**src/rtg_defines.svh**
```systemverilog
`ifndef RTG_DEFINES_SVH
`define RTG_DEFINES_SVH

//////////////////////////////////////////////////////////////////////
// Memory side
//////////////////////////////////////////////////////////////////////

`define RTG_ADDR_W       25   // Byte address into frame memory
`define RTG_WORD_W       16   // One frame word
`define RTG_FIFO_DEPTH   8    // FIFO entries, also the starting credits

//////////////////////////////////////////////////////////////////////
// Display side
//////////////////////////////////////////////////////////////////////

`define RTG_COLOR_W      8    // Per channel
`define RTG_PIX_CNT_W    3    // Clocks-per-fetch counter
`define RTG_VB_W         5    // Lines of extra vblank
`define RTG_CLUT_ENTRIES 256  // Palette size

`endif

```
**src/rtg_cfg_pkg.sv**
```systemverilog
`include "rtg_defines.svh"

// Settings the CPU side programs for the RTG screen
package rtg_cfg_pkg;

  typedef logic [`RTG_PIX_CNT_W-1:0] pix_width_t;    // Clocks per fetch minus one
  typedef logic [`RTG_VB_W-1:0]      vbend_t;        // Blanked lines after chipset vblank
  typedef logic [`RTG_ADDR_W-1:4]    base_addr_t;    // Frame base, 16-byte aligned
  typedef logic [`RTG_ADDR_W-1:0]    mem_addr_t;     // Full byte address

  // Source of the colour shown on a pixel
  typedef enum logic [1:0] {
    VID_CHIP    = 2'd0,   // Chipset video
    VID_HICOLOR = 2'd1,   // RGB565 from frame memory
    VID_CLUT    = 2'd2    // Indexed through palette
  } vid_src_t;

  // Palette entry as written by the CPU
  typedef struct packed {
    logic [`RTG_COLOR_W-1:0] r;
    logic [`RTG_COLOR_W-1:0] g;
    logic [`RTG_COLOR_W-1:0] b;
  } pal_entry_t;

endpackage

```
**src/rtg_pixel_pkg.sv**
```systemverilog
`include "rtg_defines.svh"

// Types for data moving down the pixel path
package rtg_pixel_pkg;

  //////////////////////////////////////////////////////////////////////
  // Memory data
  //////////////////////////////////////////////////////////////////////

  typedef logic [`RTG_WORD_W-1:0] mem_word_t;   // Frame word, RGB565 or two indices

  //////////////////////////////////////////////////////////////////////
  // Colour
  //////////////////////////////////////////////////////////////////////

  typedef logic [`RTG_COLOR_W-1:0] color_t;     // One channel

  // Palette index, sized from entry count
  typedef logic [$clog2(`RTG_CLUT_ENTRIES)-1:0] clut_idx_t;

  typedef logic [1:0] osd2_t;                   // OSD channel, top two bits

  //////////////////////////////////////////////////////////////////////
  // Timing
  //////////////////////////////////////////////////////////////////////

  typedef logic [`RTG_PIX_CNT_W-1:0] pix_cnt_t; // Clocks since last fetch

endpackage

```
**src/rtg_fetch_stream.sv**
```systemverilog
`timescale 1ns/10ps

`include "rtg_defines.svh"

module rtg_fetch_stream (
  input  logic                     CLK_114,
  input  logic                     reset,
  input  logic                     restart,       // Hold at frame start
  input  rtg_cfg_pkg::base_addr_t  base_addr,
  input  logic                     pixel_strobe,  // Consume one word
  input  logic                     mem_rd_valid,
  input  rtg_pixel_pkg::mem_word_t mem_rd_data,
  output logic                     mem_req,
  output rtg_cfg_pkg::mem_addr_t   mem_addr,
  output rtg_pixel_pkg::mem_word_t pixel_word
);

  import rtg_cfg_pkg::*;
  import rtg_pixel_pkg::*;

  localparam int CNT_W = $clog2(`RTG_FIFO_DEPTH) + 1;
  typedef logic [CNT_W-1:0] cnt_t;

  mem_addr_t lin_addr;     // Unmangled next address
  cnt_t      credit;       // Free FIFO slots not yet requested
  cnt_t      in_flight;    // Requests still to return
  cnt_t      discard;      // Returns left over from before restart
  logic      running;      // Low for one clock after reset or restart
  logic      fifo_empty;
  logic      do_pop;
  logic      stale;
  logic      fresh;

  assign mem_req = running && !restart && (credit != '0);
  assign do_pop  = pixel_strobe && !fifo_empty;
  assign stale   = mem_rd_valid && (restart || discard != '0);
  assign fresh   = mem_rd_valid && !stale;

  // CPU address mangling, bit 23 only
  assign mem_addr = {lin_addr[24], lin_addr[23] ^ (lin_addr[22] | lin_addr[21]),
                     lin_addr[22:0]};

  //////////////////////////////////////////////////////////////////////
  // Address, credits and stale returns
  //////////////////////////////////////////////////////////////////////

  always_ff @(posedge CLK_114) begin
    if (reset) begin
      running   <= 1'b0;
      lin_addr  <= '0;
      credit    <= cnt_t'(`RTG_FIFO_DEPTH);
      in_flight <= '0;
      discard   <= '0;
    end else begin
      running <= !restart;
      case ({mem_req, mem_rd_valid})
        2'b10:   in_flight <= in_flight + 1'b1;
        2'b01:   in_flight <= in_flight - 1'b1;
        default: ;
      endcase
      if (restart) begin
        lin_addr <= {base_addr, 4'b0000};                       // Back to frame start
        discard  <= in_flight - cnt_t'(mem_rd_valid);           // Everything out is stale
        credit   <= cnt_t'(`RTG_FIFO_DEPTH) - (in_flight - cnt_t'(mem_rd_valid));
      end else begin
        if (mem_req)
          lin_addr <= lin_addr + 2'd2;                          // Next word
        if (stale)
          discard <= discard - 1'b1;
        credit <= credit + cnt_t'(do_pop) + cnt_t'(stale) - cnt_t'(mem_req);
      end
    end
  end

  rtg_word_fifo fifo_i (
    .CLK_114   (CLK_114),
    .reset     (reset),
    .flush     (restart),
    .push      (fresh),
    .push_data (mem_rd_data),
    .pop       (pixel_strobe),
    .head_data (pixel_word),
    .empty     (fifo_empty)
  );

endmodule

```
**src/rtg_word_fifo.sv**
```systemverilog
`timescale 1ns/10ps

`include "rtg_defines.svh"

module rtg_word_fifo (
  input  logic                     CLK_114,
  input  logic                     reset,
  input  logic                     flush,       // Drop everything
  input  logic                     push,
  input  rtg_pixel_pkg::mem_word_t push_data,
  input  logic                     pop,
  output rtg_pixel_pkg::mem_word_t head_data,   // Valid unless empty
  output logic                     empty
);

  import rtg_pixel_pkg::*;

  localparam int PTR_W = $clog2(`RTG_FIFO_DEPTH);

  mem_word_t        mem [`RTG_FIFO_DEPTH];
  logic [PTR_W:0]   wr_ptr;    // Top bit tells wraps apart
  logic [PTR_W:0]   rd_ptr;
  logic             do_pop;

  assign empty     = (wr_ptr == rd_ptr);
  assign do_pop    = pop && !empty;          // Empty pops ignored
  assign head_data = mem[rd_ptr[PTR_W-1:0]];

  // Storage, no flush needed on data
  always_ff @(posedge CLK_114) begin
    if (push)
      mem[wr_ptr[PTR_W-1:0]] <= push_data;
  end

  always_ff @(posedge CLK_114) begin
    if (reset || flush) begin
      wr_ptr <= '0;
      rd_ptr <= '0;
    end else begin
      if (push)
        wr_ptr <= wr_ptr + 1'b1;
      if (do_pop)
        rd_ptr <= rd_ptr + 1'b1;
    end
  end

endmodule

```
**config.mk**
```make
export PLATFORM = sky130hd
export DESIGN_NAME = rtg_fetch_stream
export DESIGN_NICKNAME = d
export VERILOG_FILES = /design/src/rtg_cfg_pkg.sv /design/src/rtg_pixel_pkg.sv /design/src/rtg_fetch_stream.sv /design/src/rtg_word_fifo.sv
export VERILOG_INCLUDE_DIRS = /design/src
export SDC_FILE = /design/constraint.sdc
export NUM_CORES = 1
export LEC_CHECK = 0
export BUFFER_PORTS_ARGS = -buffer_cell sky130_fd_sc_hd__buf_2
export CAP_MARGIN = 10
export CORE_ASPECT_RATIO = 1.5
export CORE_MARGIN = 5
export CORE_UTILIZATION = 40
export DETAILED_ROUTE_END_ITERATION = 12
export PLACE_DENSITY = 0.54
export SLEW_MARGIN = 15
export SYNTH_ARGS = -nofsm -noshare
export SYNTH_HDL_FRONTEND = slang
export SYNTH_SLANG_ARGS = --single-unit
```
**constraint.sdc**
```tcl
create_clock -name CLK_114 -period 7.3 [get_ports CLK_114]
set_clock_uncertainty 0.05 [all_clocks]
set_input_delay 0.73 -clock CLK_114 [delete_from_list [all_inputs] [get_ports CLK_114]]
set_output_delay 0.73 -clock CLK_114 [all_outputs]
set_load 0.05 [all_outputs]
```
== After elaboration in Yosys (flattened, before gate mapping) ==
Memory sizes are Yosys's and may differ from the RTL's. A register that Yosys moved wholly into a read port is not among the register bits.
Index checks and enable logic that the tools add are counted.
W data, S select, Z words.

* Register bits after elaboration: 46
* Memory bits (read-only): 0
* Memory bits (writable): 128
* Memories: 1
* Word-level logic and storage cells: 51
* Latch bits: 0
* Input bits: 42

{| class="wikitable"
|+ Memories
! memory !! depth !! width !! read ports !! clocked after Yosys merged registers in !! wr ports !! line !! source
|-
| fifo_i.mem || 8 || 16 || 1 || 1 || 1 || rtg_word_fifo.sv:20 || <nowiki>mem_word_t mem [`RTG_FIFO_DEPTH];</nowiki>
|}

* $add $sub $neg: 11
* Mux-type cells: 10
* Divide/modulo/power cells: 0
* Shift-type cells: 0
* Bitwise operators: 2
* $mul: 0
* Eq/ne operators: 3
* Reduce and logical (&&, ||, !) cells: 16
* Magnitude comparators: 0

{| class="wikitable"
|+ Operator list
! cell !! count
|-
| $mux W25 || 2
|-
| $add A25 B2 Y25 const B || 1
|-
| $add A4 B1 Y4 const B || 3
|-
| $mux W4 || 3
|-
| $add A4 B1 Y4 || 2
|-
| $pmux W4 S2 || 1
|-
| $reduce_bool A4 Y1 || 2
|-
| $sub A4 B1 Y4 || 2
|-
| $sub A4 B1 Y4 const B || 2
|-
| $mux W3 || 2
|-
| $reduce_bool A2 Y1 || 3
|-
| $logic_and A1 B1 Y1 || 5
|-
| $eq A4 B4 Y1 || 1
|-
| $sub A4 B4 Y4 const A || 1
|-
| $logic_not A1 Y1 || 3
|-
| $eq A2 B1 Y1 const B || 1
|-
| $eq A2 B2 Y1 const B || 1
|-
| $logic_or A1 B1 Y1 || 2
|-
| $mux W1 || 2
|-
| $reduce_or A2 Y1 || 1
|-
| $or A1 B1 Y1 || 1
|-
| $xor A1 B1 Y1 || 1
|}

== Depth between registers and ports, before layout ==
Gate-level depths: netlist of run 1.

* Depth in word-level cells: 7
* Gate-level depth with buffers: 13

== Hierarchy ==
A second synthesis of run 1 with hierarchy kept.

* Cell total of the unflattened synthesis: 534
* Area, all modules: 7,759.9 um^2

{| class="wikitable"
|+ Modules (own cells, without submodules)
! module !! area each (um^2) !! cells each !! instances
|-
| rtg_word_fifo || 5,352.6 || 247 || 1
|-
| rtg_fetch_stream || 2,407.3 || 287 || 1
|}

== Worst setup path after synthesis of run 1 ==
Ideal clock, no wire load.

* Kind: input-to-reg
* Start point: input port restart
* End point: memory fifo_i.mem[0][0] in the netlist's numbering, enable pin
* Library setup time: 0.409 ns
* Slack: 3.994 ns
* Path buffers: 1
* Arrival time: 2.846 ns
* Stages: 5
* Cells stage by stage: clkbuf_1 -> nor4b_4 -> nand2_1 -> or2_2 -> nor3_1

* Word-level cells in the longest chain between the ends: 6

{| class="wikitable"
|+ RTL lines
! item !! line !! source
|-
| start: declaration || rtg_fetch_stream.sv:8 || <nowiki>input logic restart,</nowiki>
|-
| $logic_or A1 B1 Y1 || rtg_fetch_stream.sv:36 || <nowiki>assign stale = mem_rd_valid && (restart || discard != '0);</nowiki>
|-
| $logic_and A1 B1 Y1 || rtg_fetch_stream.sv:36 ||
|-
| $logic_not A1 Y1 || rtg_fetch_stream.sv:37 || <nowiki>assign fresh = mem_rd_valid && !stale;</nowiki>
|-
| $logic_and A1 B1 Y1 || rtg_fetch_stream.sv:37 ||
|-
| $mux W1 || rtg_word_fifo.sv:31 || <nowiki>if (push)</nowiki>
|-
| $mux W1 (not written as such) || rtg_word_fifo.sv:32 || <nowiki>mem[wr_ptr[PTR_W-1:0]] <= push_data;</nowiki>
|-
| end: declaration || rtg_word_fifo.sv:20 ||
|}

Every way passes these cells.

==> run_results.csv, run 1 <==
group,metric,value,unit
detailed_routing,wl_met1,6.34,mm
floorplan,ios,84,
setup_path,critPathMaxFanout,32,
detailed_routing,first_pass_iters,6,
floorplan,dieArea,0.0223,mm^2
synth,synthesis.nets,595,
detailed_routing,wl_per_cell,18.2,um
synth,ys.flop_type,"edfxtp_1",
detailed_routing,ant_nets,0,
cells_and_area,final_common_cell,"edfxtp_1",
cells_and_area,area_growth,14.1,%
power_and_ir_drop,report.power.total,2250,uW
placement,io_buffers,82,
synth,synthCells,535,
synth,synth.top_cell.area_share,0.495,
global_routing,grt_pass1_vias,4928,
hold_path,holdCritPathClass,"register to register",
clocking,clkLatencyLatePin,420,ps
synth,synth-edff-count,128,
timing,holdWs,458,ps
setup_path,rrSetupSlack,4220,ps
global_routing,grt_pass1_wl,25.8,mm
detailed_routing,finalWirelength,15.8,mm
cells_and_area,layout-drive-gt1-share,0.300,
synth,netlist_area,0.00776,mm^2
timing,finalHoldViolCount,0,
clocking,cts.sinks,176,
setup_path,start_kind,"register",
setup_path,crit_required,6520,ps
floorplan,core,0.0192,mm^2
power_and_ir_drop,pwr-share-seq,0.499,
setup_path,critPathKind,"register to primary output",
floorplan,die_h,181,um
detailed_routing,highest_layer,"met5",
synth,ys_top_cells_by_area,"edfxtp_1, dfxtp_1, mux4_2",
detailed_routing,dr_wl_met3,634,um
detailed_routing,drc,0,
power_and_ir_drop,internal_power,1680,uW
floorplan,start_util,0.405,
hold_path,hold_start,"fifo_i.rd_ptr[3]$_SDFFE_PP0P_",
placement,dpl_cell_area,0.00828,mm^2
timing,fin_setup_tns,0,ps
synth,synth_seq_area_share,0.619,
flow_run,maxCapViolations,0,
timing,slew_viol_final,0,
clocking,postCtsSetupBuffers,0,
timing,slew-limit-headroom,0.370,
clocking,numCtsBuffers,17,
power_and_ir_drop,clkPwrFrac,0.391,
timing,tightest_slew,943,ps
clocking,clockRootBuffer,"clkbuf_16",
synth,synth_seq_cells,176,
cells_and_area,antennaDiodeCount,0,
timing,period_minus_slack,3140,ps
synth,yosys_warnings,0,
hold_path,whs_endpoint,"fifo_i.rd_ptr[3]$_SDFFE_PP0P_",
timing,max_freq,0.318,GHz
timing,finalCritPeriodShare,0.430,
setup_path,reg2reg_depth,12,
synth,avgSynthCellArea,14.5,um^2
setup_path,r2r_start,"credit[2]$_SDFF_PP0_",
cells_and_area,layout_common_cells,"edfxtp_1, buf_2, dfxtp_1",
clocking,clkTransAtPathRegs,70,ps
clocking,cts_tree,"built",
cells_and_area,multi_input_area,0.00260,mm^2
timing,rsz0062_at_grt,"no",
power_and_ir_drop,p_leak,0.00308,uW
power_and_ir_drop,power_density,254,mW/mm^2
setup_path,timing.rr.end,"credit[2]$_SDFF_PP0_",
cells_and_area,fin_nets,656,
setup_path,arrival,2360,ps
synth,async_flop_share,0,
hold_path,hold_depth,2,
floorplan,rows,62,
global_routing,grt_antenna_before_repair,2,
clocking,clockBufferDepth,2,
setup_path,end_kind,"primary output",
synth,synth_top_area_cell,"edfxtp_1",
placement,dpl.hpwl,10.5,mm
detailed_routing,drt_iter0_drc,189,
timing,setup_viol,0,
power_and_ir_drop,swShare,0.255,
floorplan,die_x,124,um
power_and_ir_drop,switching_power,575,uW
detailed_routing,vias_per_cell,5.22,
global_routing,grt_overflow,0,
power_and_ir_drop,pwr-share-comb,0.110,
clocking,cts-hold-fix-buffers,0,
global_routing,grt_use_total,0.151,
clocking,h-tree-depth,4,
cells_and_area,fin_area,0.00885,mm^2
detailed_routing,met2_length,8.59,mm
detailed_routing,dr_total_vias,4515,
clocking,ctsResizeCount,0,
synth,ys_types,53,
placement,gp_congestion,0.714,
power_and_ir_drop,irDropWorstVdd,0.000116,V
cells_and_area,nFillCells,1756,
cells_and_area,seq_area,0.00481,mm^2
global_routing,grt_start_max_net_pins,39,
run_status,outcome,"finished, final reports clean",
==> through the flow <==
stage / util / cells / setup slack, ps
2_1_floorplan: - / 535 / 3990
3_3_place_gp: 0.432 / 833 / 4150
3_5_place_dp: 0.432 / 833 / 4100
4_1_cts: 0.462 / 865 / 4070
5_1_grt: 0.462 / 865 / 3960
6_report: 0.462 / 865 / 4160
==> registers in the layout, indices dropped and copies added (netlist names), named ones only <==
register,flops
credit,4
running,1
fifo_i.mem,128
fifo_i.wr_ptr,4
discard,4
in_flight,4
lin_addr,24
fifo_i.rd_ptr,4
==> per-layer routing <==
metal / vias to the layer above / track usage
met3: 17 / 0.0380
met4: 4 / 0.0430
met5: - / 0
met2: 83 / 0.271
li1: 2150 / -
met1: 2261 / 0.174
==> critical path, stage by stage, from the launching register on <==
cell	delay, ps
dfxtp_2	320
buf_4	530
mux4_2	590
mux2_2	280
buf_2	210
==> final cells by class <==
class | count | area share
flip-flops and latches | 176 | 0.543
clock buffers | 18 | 0.0485
clock inverters | 14 | 0.0165
well taps | 256 | 0.0362
repair buffers | 93 | 0.0557
inverters | 16 | 0.00678
multi-input cells | 292 | 0.294
==> how the worst max path moves through the flow <==
stage | start | to | slack (ps) | cells past startpoint
2_1_floorplan | restart | fifo_i.mem[0][0]$_DFFE_PP_ | 3990 | 5
3_3_place_gp | restart | credit[2]$_SDFF_PP0_ | 4150 | 11
3_5_place_dp | restart | credit[2]$_SDFF_PP0_ | 4100 | 11
4_1_cts | register | pixel_word[7] | 4070 | 4
5_1_grt | register | pixel_word[5] | 3960 | 4
6_report | register | pixel_word[1] | 4160 | 4
==> cells in the mapped netlist (3+ instances only) <==
master and n:
a211oi_1 7, a21o_1 3, a21oi_1 16, a311oi_1 10
and2_1 3, and3_1 3, and4_1 4, buf_2 6
buf_4 24, clkbuf_1 18, dfxtp_1 48, edfxtp_1 128
fa_1 3, ha_1 15, inv_1 15, mux2_2 17
mux4_2 32, nand2_1 16, nand2b_1 5, nand3_1 11
nand3b_1 3, nand4_1 8, nor2_1 43, nor2b_1 3
nor3_1 5, nor3b_1 3, o21ai_0 6, o31ai_1 9
or3_1 7, or4_1 10, xnor2_1 9, xor2_1 17
==> power groups by stage <==
stage          clock network (uW)  registers [uW]  logic [uW]
2_1_floorplan                   0            1140         198
3_3_place_gp                    0            1140         245
3_5_place_dp                    0            1150         251
4_1_cts                       903            1120         253
5_1_grt                       952            1130         277
6_report                      880            1120         249
==> cells by family (layout without fill, tap and decap cells) <==
logic type               count (synthesis)  count (layout)  share of synthesized area
AO/OA/AOI/OAI                           63              63                     0.0569
XOR/XNOR                                26              26                     0.0294
adder cells (fa/ha/maj)                 18              18                     0.0319
buffers and inverters                   67             141                     0.0469
flip-flops                             176             176                      0.619
multiplexers                            51              51                      0.120
other                                    1               1                   0.000483
AND/OR/NAND/NOR                        133             133                     0.0948
Power figures use the tool's default switching activity.
==> run 2, diff against run 1 <==
--- a/config.mk
+++ b/config.mk
@@ -12,7 +12,7 @@
 export CORE_MARGIN = 5
 export CORE_UTILIZATION = 40
 export DETAILED_ROUTE_END_ITERATION = 12
-export PLACE_DENSITY = 0.54
+export PLACE_DENSITY = 0.56
 export SLEW_MARGIN = 15
 export SYNTH_ARGS = -nofsm -noshare
 export SYNTH_HDL_FRONTEND = slang
==> constraint.sdc (replaced) <==
create_clock -name CLK_114 -period 2.81 [get_ports CLK_114]
set_clock_uncertainty 0.05 [all_clocks]
set_input_delay 0.281 -clock CLK_114 [delete_from_list [all_inputs] [get_ports CLK_114]]
set_output_delay 0.281 -clock CLK_114 [all_outputs]
set_load 0.05 [all_outputs]
==> run 2 against run 1 <==
Wire length up 1.9%. Count of clock-buffer cells in the layout unchanged. Sequential share of layout area down 0.91 points. Critical path depth up 7. Utilization up 0.78 points. Combinational power rose to 2.7 times the previous value. First-iteration DRC count up 14%. Register-to-register slack worse by 4100 ps. Die area unchanged. Critical path type is now register to register. Cell area up 1.7%. Largest cell class unchanged. Flip-flop and latch count unchanged.
==> run_results.csv, run 2 (synthesized netlist as in run 1, its figures left out) <==
group,metric,value,unit
run_status,outcome,"finished, final reports clean",
clocking,postCtsSetupBuffers,0,
power_and_ir_drop,irDropWorstVdd,0.000395,V
global_routing,grt_antenna_before_repair,2,
timing,slew-limit-headroom,0.538,
detailed_routing,first_pass_iters,4,
setup_path,crit_required,3040,ps
setup_path,critPathKind,"register to register",
placement,dp.cells,843,
cells_and_area,layout_common_cells,"edfxtp_1, buf_2, dfxtp_1",
detailed_routing,ant_nets,0,
detailed_routing,wl_per_cell,18.4,um
global_routing,grt_use_total,0.151,
placement,dpl_cell_area,0.00841,mm^2
global_routing,grt_overflow,0,
clocking,cts-hold-fix-buffers,0,
placement,dpl.hpwl,10.7,mm
detailed_routing,drt_iter0_drc,215,
cells_and_area,fin_nets,666,
cells_and_area,layout-drive-gt1-share,0.320,
detailed_routing,dr_total_vias,4591,
setup_path,critPathMaxFanout,3,
cells_and_area,final_common_cell,"edfxtp_1",
detailed_routing,finalWirelength,16.1,mm
clocking,h-tree-depth,4,
timing,slew_viol_final,0,
cells_and_area,antennaDiodeCount,0,
cells_and_area,fin_util,0.470,
setup_path,crit_path_cell_trace,"inv_1 -> ha_1 -> or3b_4 -> nand2_4 -> clkinvlp_4 -> ha_4 -> fa_2 -> fa_2 -> nor2_1 -> a21oi_1 -> nor2_1",
placement,io_buffers,82,
global_routing,grt_start_max_net_pins,37,
timing,finalCritPeriodShare,0.957,
global_routing,grt_pass1_wl,25.9,mm
timing,setup_viol,0,
hold_path,hold_depth,3,
floorplan,die_x,124,um
floorplan,start_util,0.405,
setup_path,rrSetupSlack,120,ps
flow_run,maxCapViolations,0,
setup_path,reg2reg_depth,11,
cells_and_area,instances_no_fill,875,
timing,period_minus_slack,2690,ps
hold_path,holdCritPathClass,"input port to register",
clocking,cts.sinks,176,
timing,rsz0062_at_grt,"no",
cells_and_area,nFillCells,1752,
clocking,clkTransAtPathRegs,70,ps
timing,finalHoldViolCount,0,
power_and_ir_drop,report.power.total,5950,uW
detailed_routing,vias_per_cell,5.25,
power_and_ir_drop,p_leak,0.00314,uW
setup_path,end_kind,"register",
clocking,clockRootBuffer,"clkbuf_16",
clocking,clkLatencyLatePin,430,ps
timing,tightest_slew,693,ps
setup_path,arrival,2920,ps
hold_path,whs_endpoint,"lin_addr[7]$_SDFFE_PP0P_",
setup_path,timing.rr.end,"credit[1]$_SDFF_PP0_",
clocking,cts_tree,"built",
clocking,numCtsBuffers,17,
setup_path,start_kind,"register",
setup_path,critPathMaxStageDelay,530,ps
floorplan,core,0.0192,mm^2
timing,max_freq,0.372,GHz
hold_path,hold_start,"base_addr[3]",
floorplan,dieArea,0.0223,mm^2
clocking,ctsResizeCount,0,
floorplan,rows,62,
floorplan,die_h,181,um
cells_and_area,fin_area,0.00900,mm^2
setup_path,r2r_start,"credit[2]$_SDFF_PP0_",
clocking,clockBufferDepth,2,
detailed_routing,drc,0,
power_and_ir_drop,power_density,661,mW/mm^2
global_routing,grt_pass1_vias,5017,
setup_path,cpMaxStageDelayCell,"fa_2",
placement,gp_congestion,0.776,
floorplan,ios,84,
cells_and_area,area_growth,16.1,%
cells_and_area,largest_reg_flops,128,
[run 2: routing by layer]
metal	GRT usage	share of wire
met1	0.172	0.40
met2	0.269	0.54
met3	0.0424	0.041
met4	0.0457	0.016
met5	0	0.0017
[run 2: per-stage QoR]
stage | setup WS, ps | setup TNS [ps] | hold WS [ps]
global route | 22.7 | 0 | 48.4
detailed placement | 131 | 0 | 448
finish | 120 | 0 | 64.2
global placement | 198 | 0 | 434
CTS | 118 | 0 | 47.4
floorplan | -115 | -186 | 330
[run 2: layout make-up]
type | instances | area [um^2] | share of cell area
Inverter | 16 | 63.8 | 0.00709
Sequential cell | 176 | 4810 | 0.534
Multi-Input combinational cell | 292 | 2630 | 0.292
Timing Repair Buffer | 103 | 593 | 0.0659
Clock buffer | 18 | 429 | 0.0477
Tap cell | 256 | 320 | 0.0356
Clock inverter | 14 | 165 | 0.0183
[run 2: power breakdown]
part           total [uW]  internal [uW]  leakage [uW]  switching [uW]
clock                2360           1270      0.000290            1090
sequential           2920           2850       0.00155            62.6
combinational         674            262       0.00130             412
[run 2: worst max path at each step]
stage                                     from                   end  slack (ps)  cells after the start
final                     credit[2]$_SDFF_PP0_  credit[1]$_SDFF_PP0_         120                     11
after global placement    credit[2]$_SDFF_PP0_  credit[1]$_SDFF_PP0_         200                     11
after floorplan           credit[2]$_SDFF_PP0_  credit[1]$_SDFF_PP0_        -110                     12
after detailed placement  credit[2]$_SDFF_PP0_  credit[1]$_SDFF_PP0_         130                     11
after global routing      credit[2]$_SDFF_PP0_  credit[1]$_SDFF_PP0_          20                     11
after CTS                 credit[2]$_SDFF_PP0_  credit[1]$_SDFF_PP0_         120                     11
[run 2: worst max-delay path, delay by kind of cell, from the launching register on]
kind / cells / cell delay (ps)
buffers and inverters: 2 / 180
AND/OR/NAND/NOR: 4 / 590
flip-flops: 1 / 310
AO/OA/AOI/OAI: 1 / 130
adder cells (fa/ha/maj): 4 / 1310
==> run 3, diff against run 2 <==
--- a/config.mk
+++ b/config.mk
@@ -6,7 +6,7 @@
 export SDC_FILE = /design/constraint.sdc
 export NUM_CORES = 1
 export LEC_CHECK = 0
-export BUFFER_PORTS_ARGS = -buffer_cell sky130_fd_sc_hd__buf_2
+export BUFFER_PORTS_ARGS = -buffer_cell sky130_fd_sc_hd__buf_4
 export CAP_MARGIN = 10
 export CORE_ASPECT_RATIO = 1.5
 export CORE_MARGIN = 5
==> run 3 against run 2 <==
Combinational power is 5.6% higher. Die area unchanged. Global-route usage up 0.18 points. Cell count decreased by 0.34%. Sequential share of layout area shrank 0.96 points. Non-clock buffer count is 3 lower. Clock power barely moved. Hold slack lost 30 ps.
==> run_results.csv, run 3 (synthesized netlist as in run 1, its figures left out) <==
group,metric,value,unit
setup_path,cp_top_family,"adder cells",
placement,dpl.hpwl,10.4,mm
detailed_routing,ant_nets,0,
clocking,numCtsBuffers,17,
global_routing,grt_overflow,0,
detailed_routing,wl_met1,6.25,mm
clocking,h-tree-depth,4,
clocking,clkTransAtPathRegs,70,ps
cells_and_area,area_growth,18.2,%
timing,timing.final.ws_setup,121,ps
cells_and_area,fin_nets,663,
detailed_routing,dr_wl_met3,786,um
floorplan,core,0.0192,mm^2
timing,max_freq,0.372,GHz
setup_path,end_kind,"register",
detailed_routing,first_pass_iters,4,
floorplan,dieArea,0.0223,mm^2
setup_path,arrival,2940,ps
cells_and_area,largest_reg_flops,128,
clocking,clockBufferDepth,2,
placement,io_buffers,82,
setup_path,critPathMaxFanout,3,
cells_and_area,instances_no_fill,872,
hold_path,hold_depth,1,
detailed_routing,finalWirelength,16.1,mm
setup_path,crit_required,3060,ps
global_routing,grt_pass1_wl,26.0,mm
floorplan,die_h,181,um
timing,slew-limit-headroom,0.600,
clocking,clockRootBuffer,"clkbuf_16",
setup_path,reg2reg_depth,11,
timing,slew_viol_final,0,
timing,finalCritPeriodShare,0.957,
cells_and_area,final_common_cell,"edfxtp_1",
cells_and_area,layout_common_cells,"edfxtp_1, buf_4, dfxtp_1",
detailed_routing,highest_layer,"met4",
floorplan,ios,84,
run_status,outcome,"finished, final reports clean",
setup_path,cp.depth,11,
flow_run,maxCapViolations,0,
power_and_ir_drop,power_density,650,mW/mm^2
placement,place_ws,66.6,ps
global_routing,grt_use_total,0.153,
detailed_routing,vias_per_cell,5.23,
placement,dp.cells,839,
timing,period_minus_slack,2690,ps
floorplan,die_x,124,um
power_and_ir_drop,p_leak,0.00318,uW
detailed_routing,drt_iter0_drc,230,
setup_path,start_kind,"register",
detailed_routing,wl_per_cell,18.4,um
timing,rsz0062_at_grt,"no",
hold_path,holdCritPathClass,"input port to register",
timing,finalHoldViolCount,0,
clocking,cts.sinks,176,
timing,setup_viol,0,
setup_path,crit_path_cell_trace,"inv_1 -> ha_1 -> or3b_4 -> nand2_4 -> clkinvlp_4 -> ha_4 -> fa_2 -> fa_2 -> nor2_1 -> a21oi_1 -> nor2_1",
detailed_routing,met2_length,8.83,mm
global_routing,grt_pass1_vias,4953,
setup_path,path_buf_inv,2,
global_routing,grt_antenna_before_repair,0,
setup_path,cpMaxStageDelayCell,"fa_2",
cells_and_area,layout-drive-gt1-share,0.318,
floorplan,rows,62,
floorplan,start_util,0.405,
detailed_routing,dr_total_vias,4562,
detailed_routing,drc,0,
global_routing,grt_start_max_net_pins,44,
clocking,clkLatencyLatePin,430,ps
cells_and_area,antennaDiodeCount,0,
power_and_ir_drop,irDropWorstVdd,0.000346,V
cells_and_area,fin_util,0.479,
setup_path,critPathKind,"register to register",
clocking,cts_tree,"built",
setup_path,critPathMaxStageDelay,530,ps
timing,tightest_slew,599,ps
placement,gp_congestion,0.746,
cells_and_area,nFillCells,1701,
[run 3: cell types whose count changed in the layout (fill, tap and decap cells not counted), sizes merged]
cell	before	now
buf	103	100
clkinv	5	7
clkbuf	18	17
clkinvlp	2	1
[run 3: what timing repair did]
item | in CTS | in global routing
setup endpoints to repair | 0 | 2
buffers inserted | 0 | 1
hold buffers | 0 | 0
gates resized for setup | 0 | 0
[run 3: worst paths after layout]
| path | slack, ps | to | start |
|---|---|---|---|
| setup / recovery | 120 | credit[1]$_SDFF_PP0_ | credit[2]$_SDFF_PP0_ |
| hold / removal | 30 | fifo_i.mem[4][2]$_DFFE_PP_ | mem_rd_data[2] |
| setup reg to reg | 120 | credit[1]$_SDFF_PP0_ | credit[2]$_SDFF_PP0_ |
| hold reg to reg | 450 | fifo_i.wr_ptr[3]$_SDFFE_PP0P_ | fifo_i.wr_ptr[3]$_SDFFE_PP0P_ |
[run 3: stage by stage]
| step | hold WS [ps] | instance area (um^2) | setup TNS [ps] | total power [uW] |
|---|---|---|---|---|
| floorplan | 330 | 7800 | -186 | 3490 |
| global placement | 437 | 8570 | 0 | 3670 |
| finish | 34.3 | 9170 | 0 | 5960 |
| detailed placement | 453 | 8570 | 0 | 3690 |
| CTS | 9.86 | 9160 | 0 | 6030 |
| global route | 5.40 | 9170 | 0 | 6220 |
[run 3: cell type report]
type                       count  area, um^2  share of cell area
sequential                   176        4810               0.524
multi-input combinational    292        2630               0.286
timing repair buffer         100         763              0.0832
clock buffer                  17         425              0.0464
tap                          256         320              0.0349
clock inverter                15         164              0.0179
inverter                      16        63.8             0.00696
[run 3: routing by layer]
layer / GRT usage / vias up
li1: - / 2158
met1: 0.164 / 2301
met2: 0.279 / 89
met3: 0.0499 / 14
met4: 0.0430 / 0
met5: 0 / -
[run 3: where the power goes]
part           total [uW]  switching [uW]  internal (uW)
Sequential           2920            63.4           2850
Clock                2330            1070           1260
Combinational         712             414            298
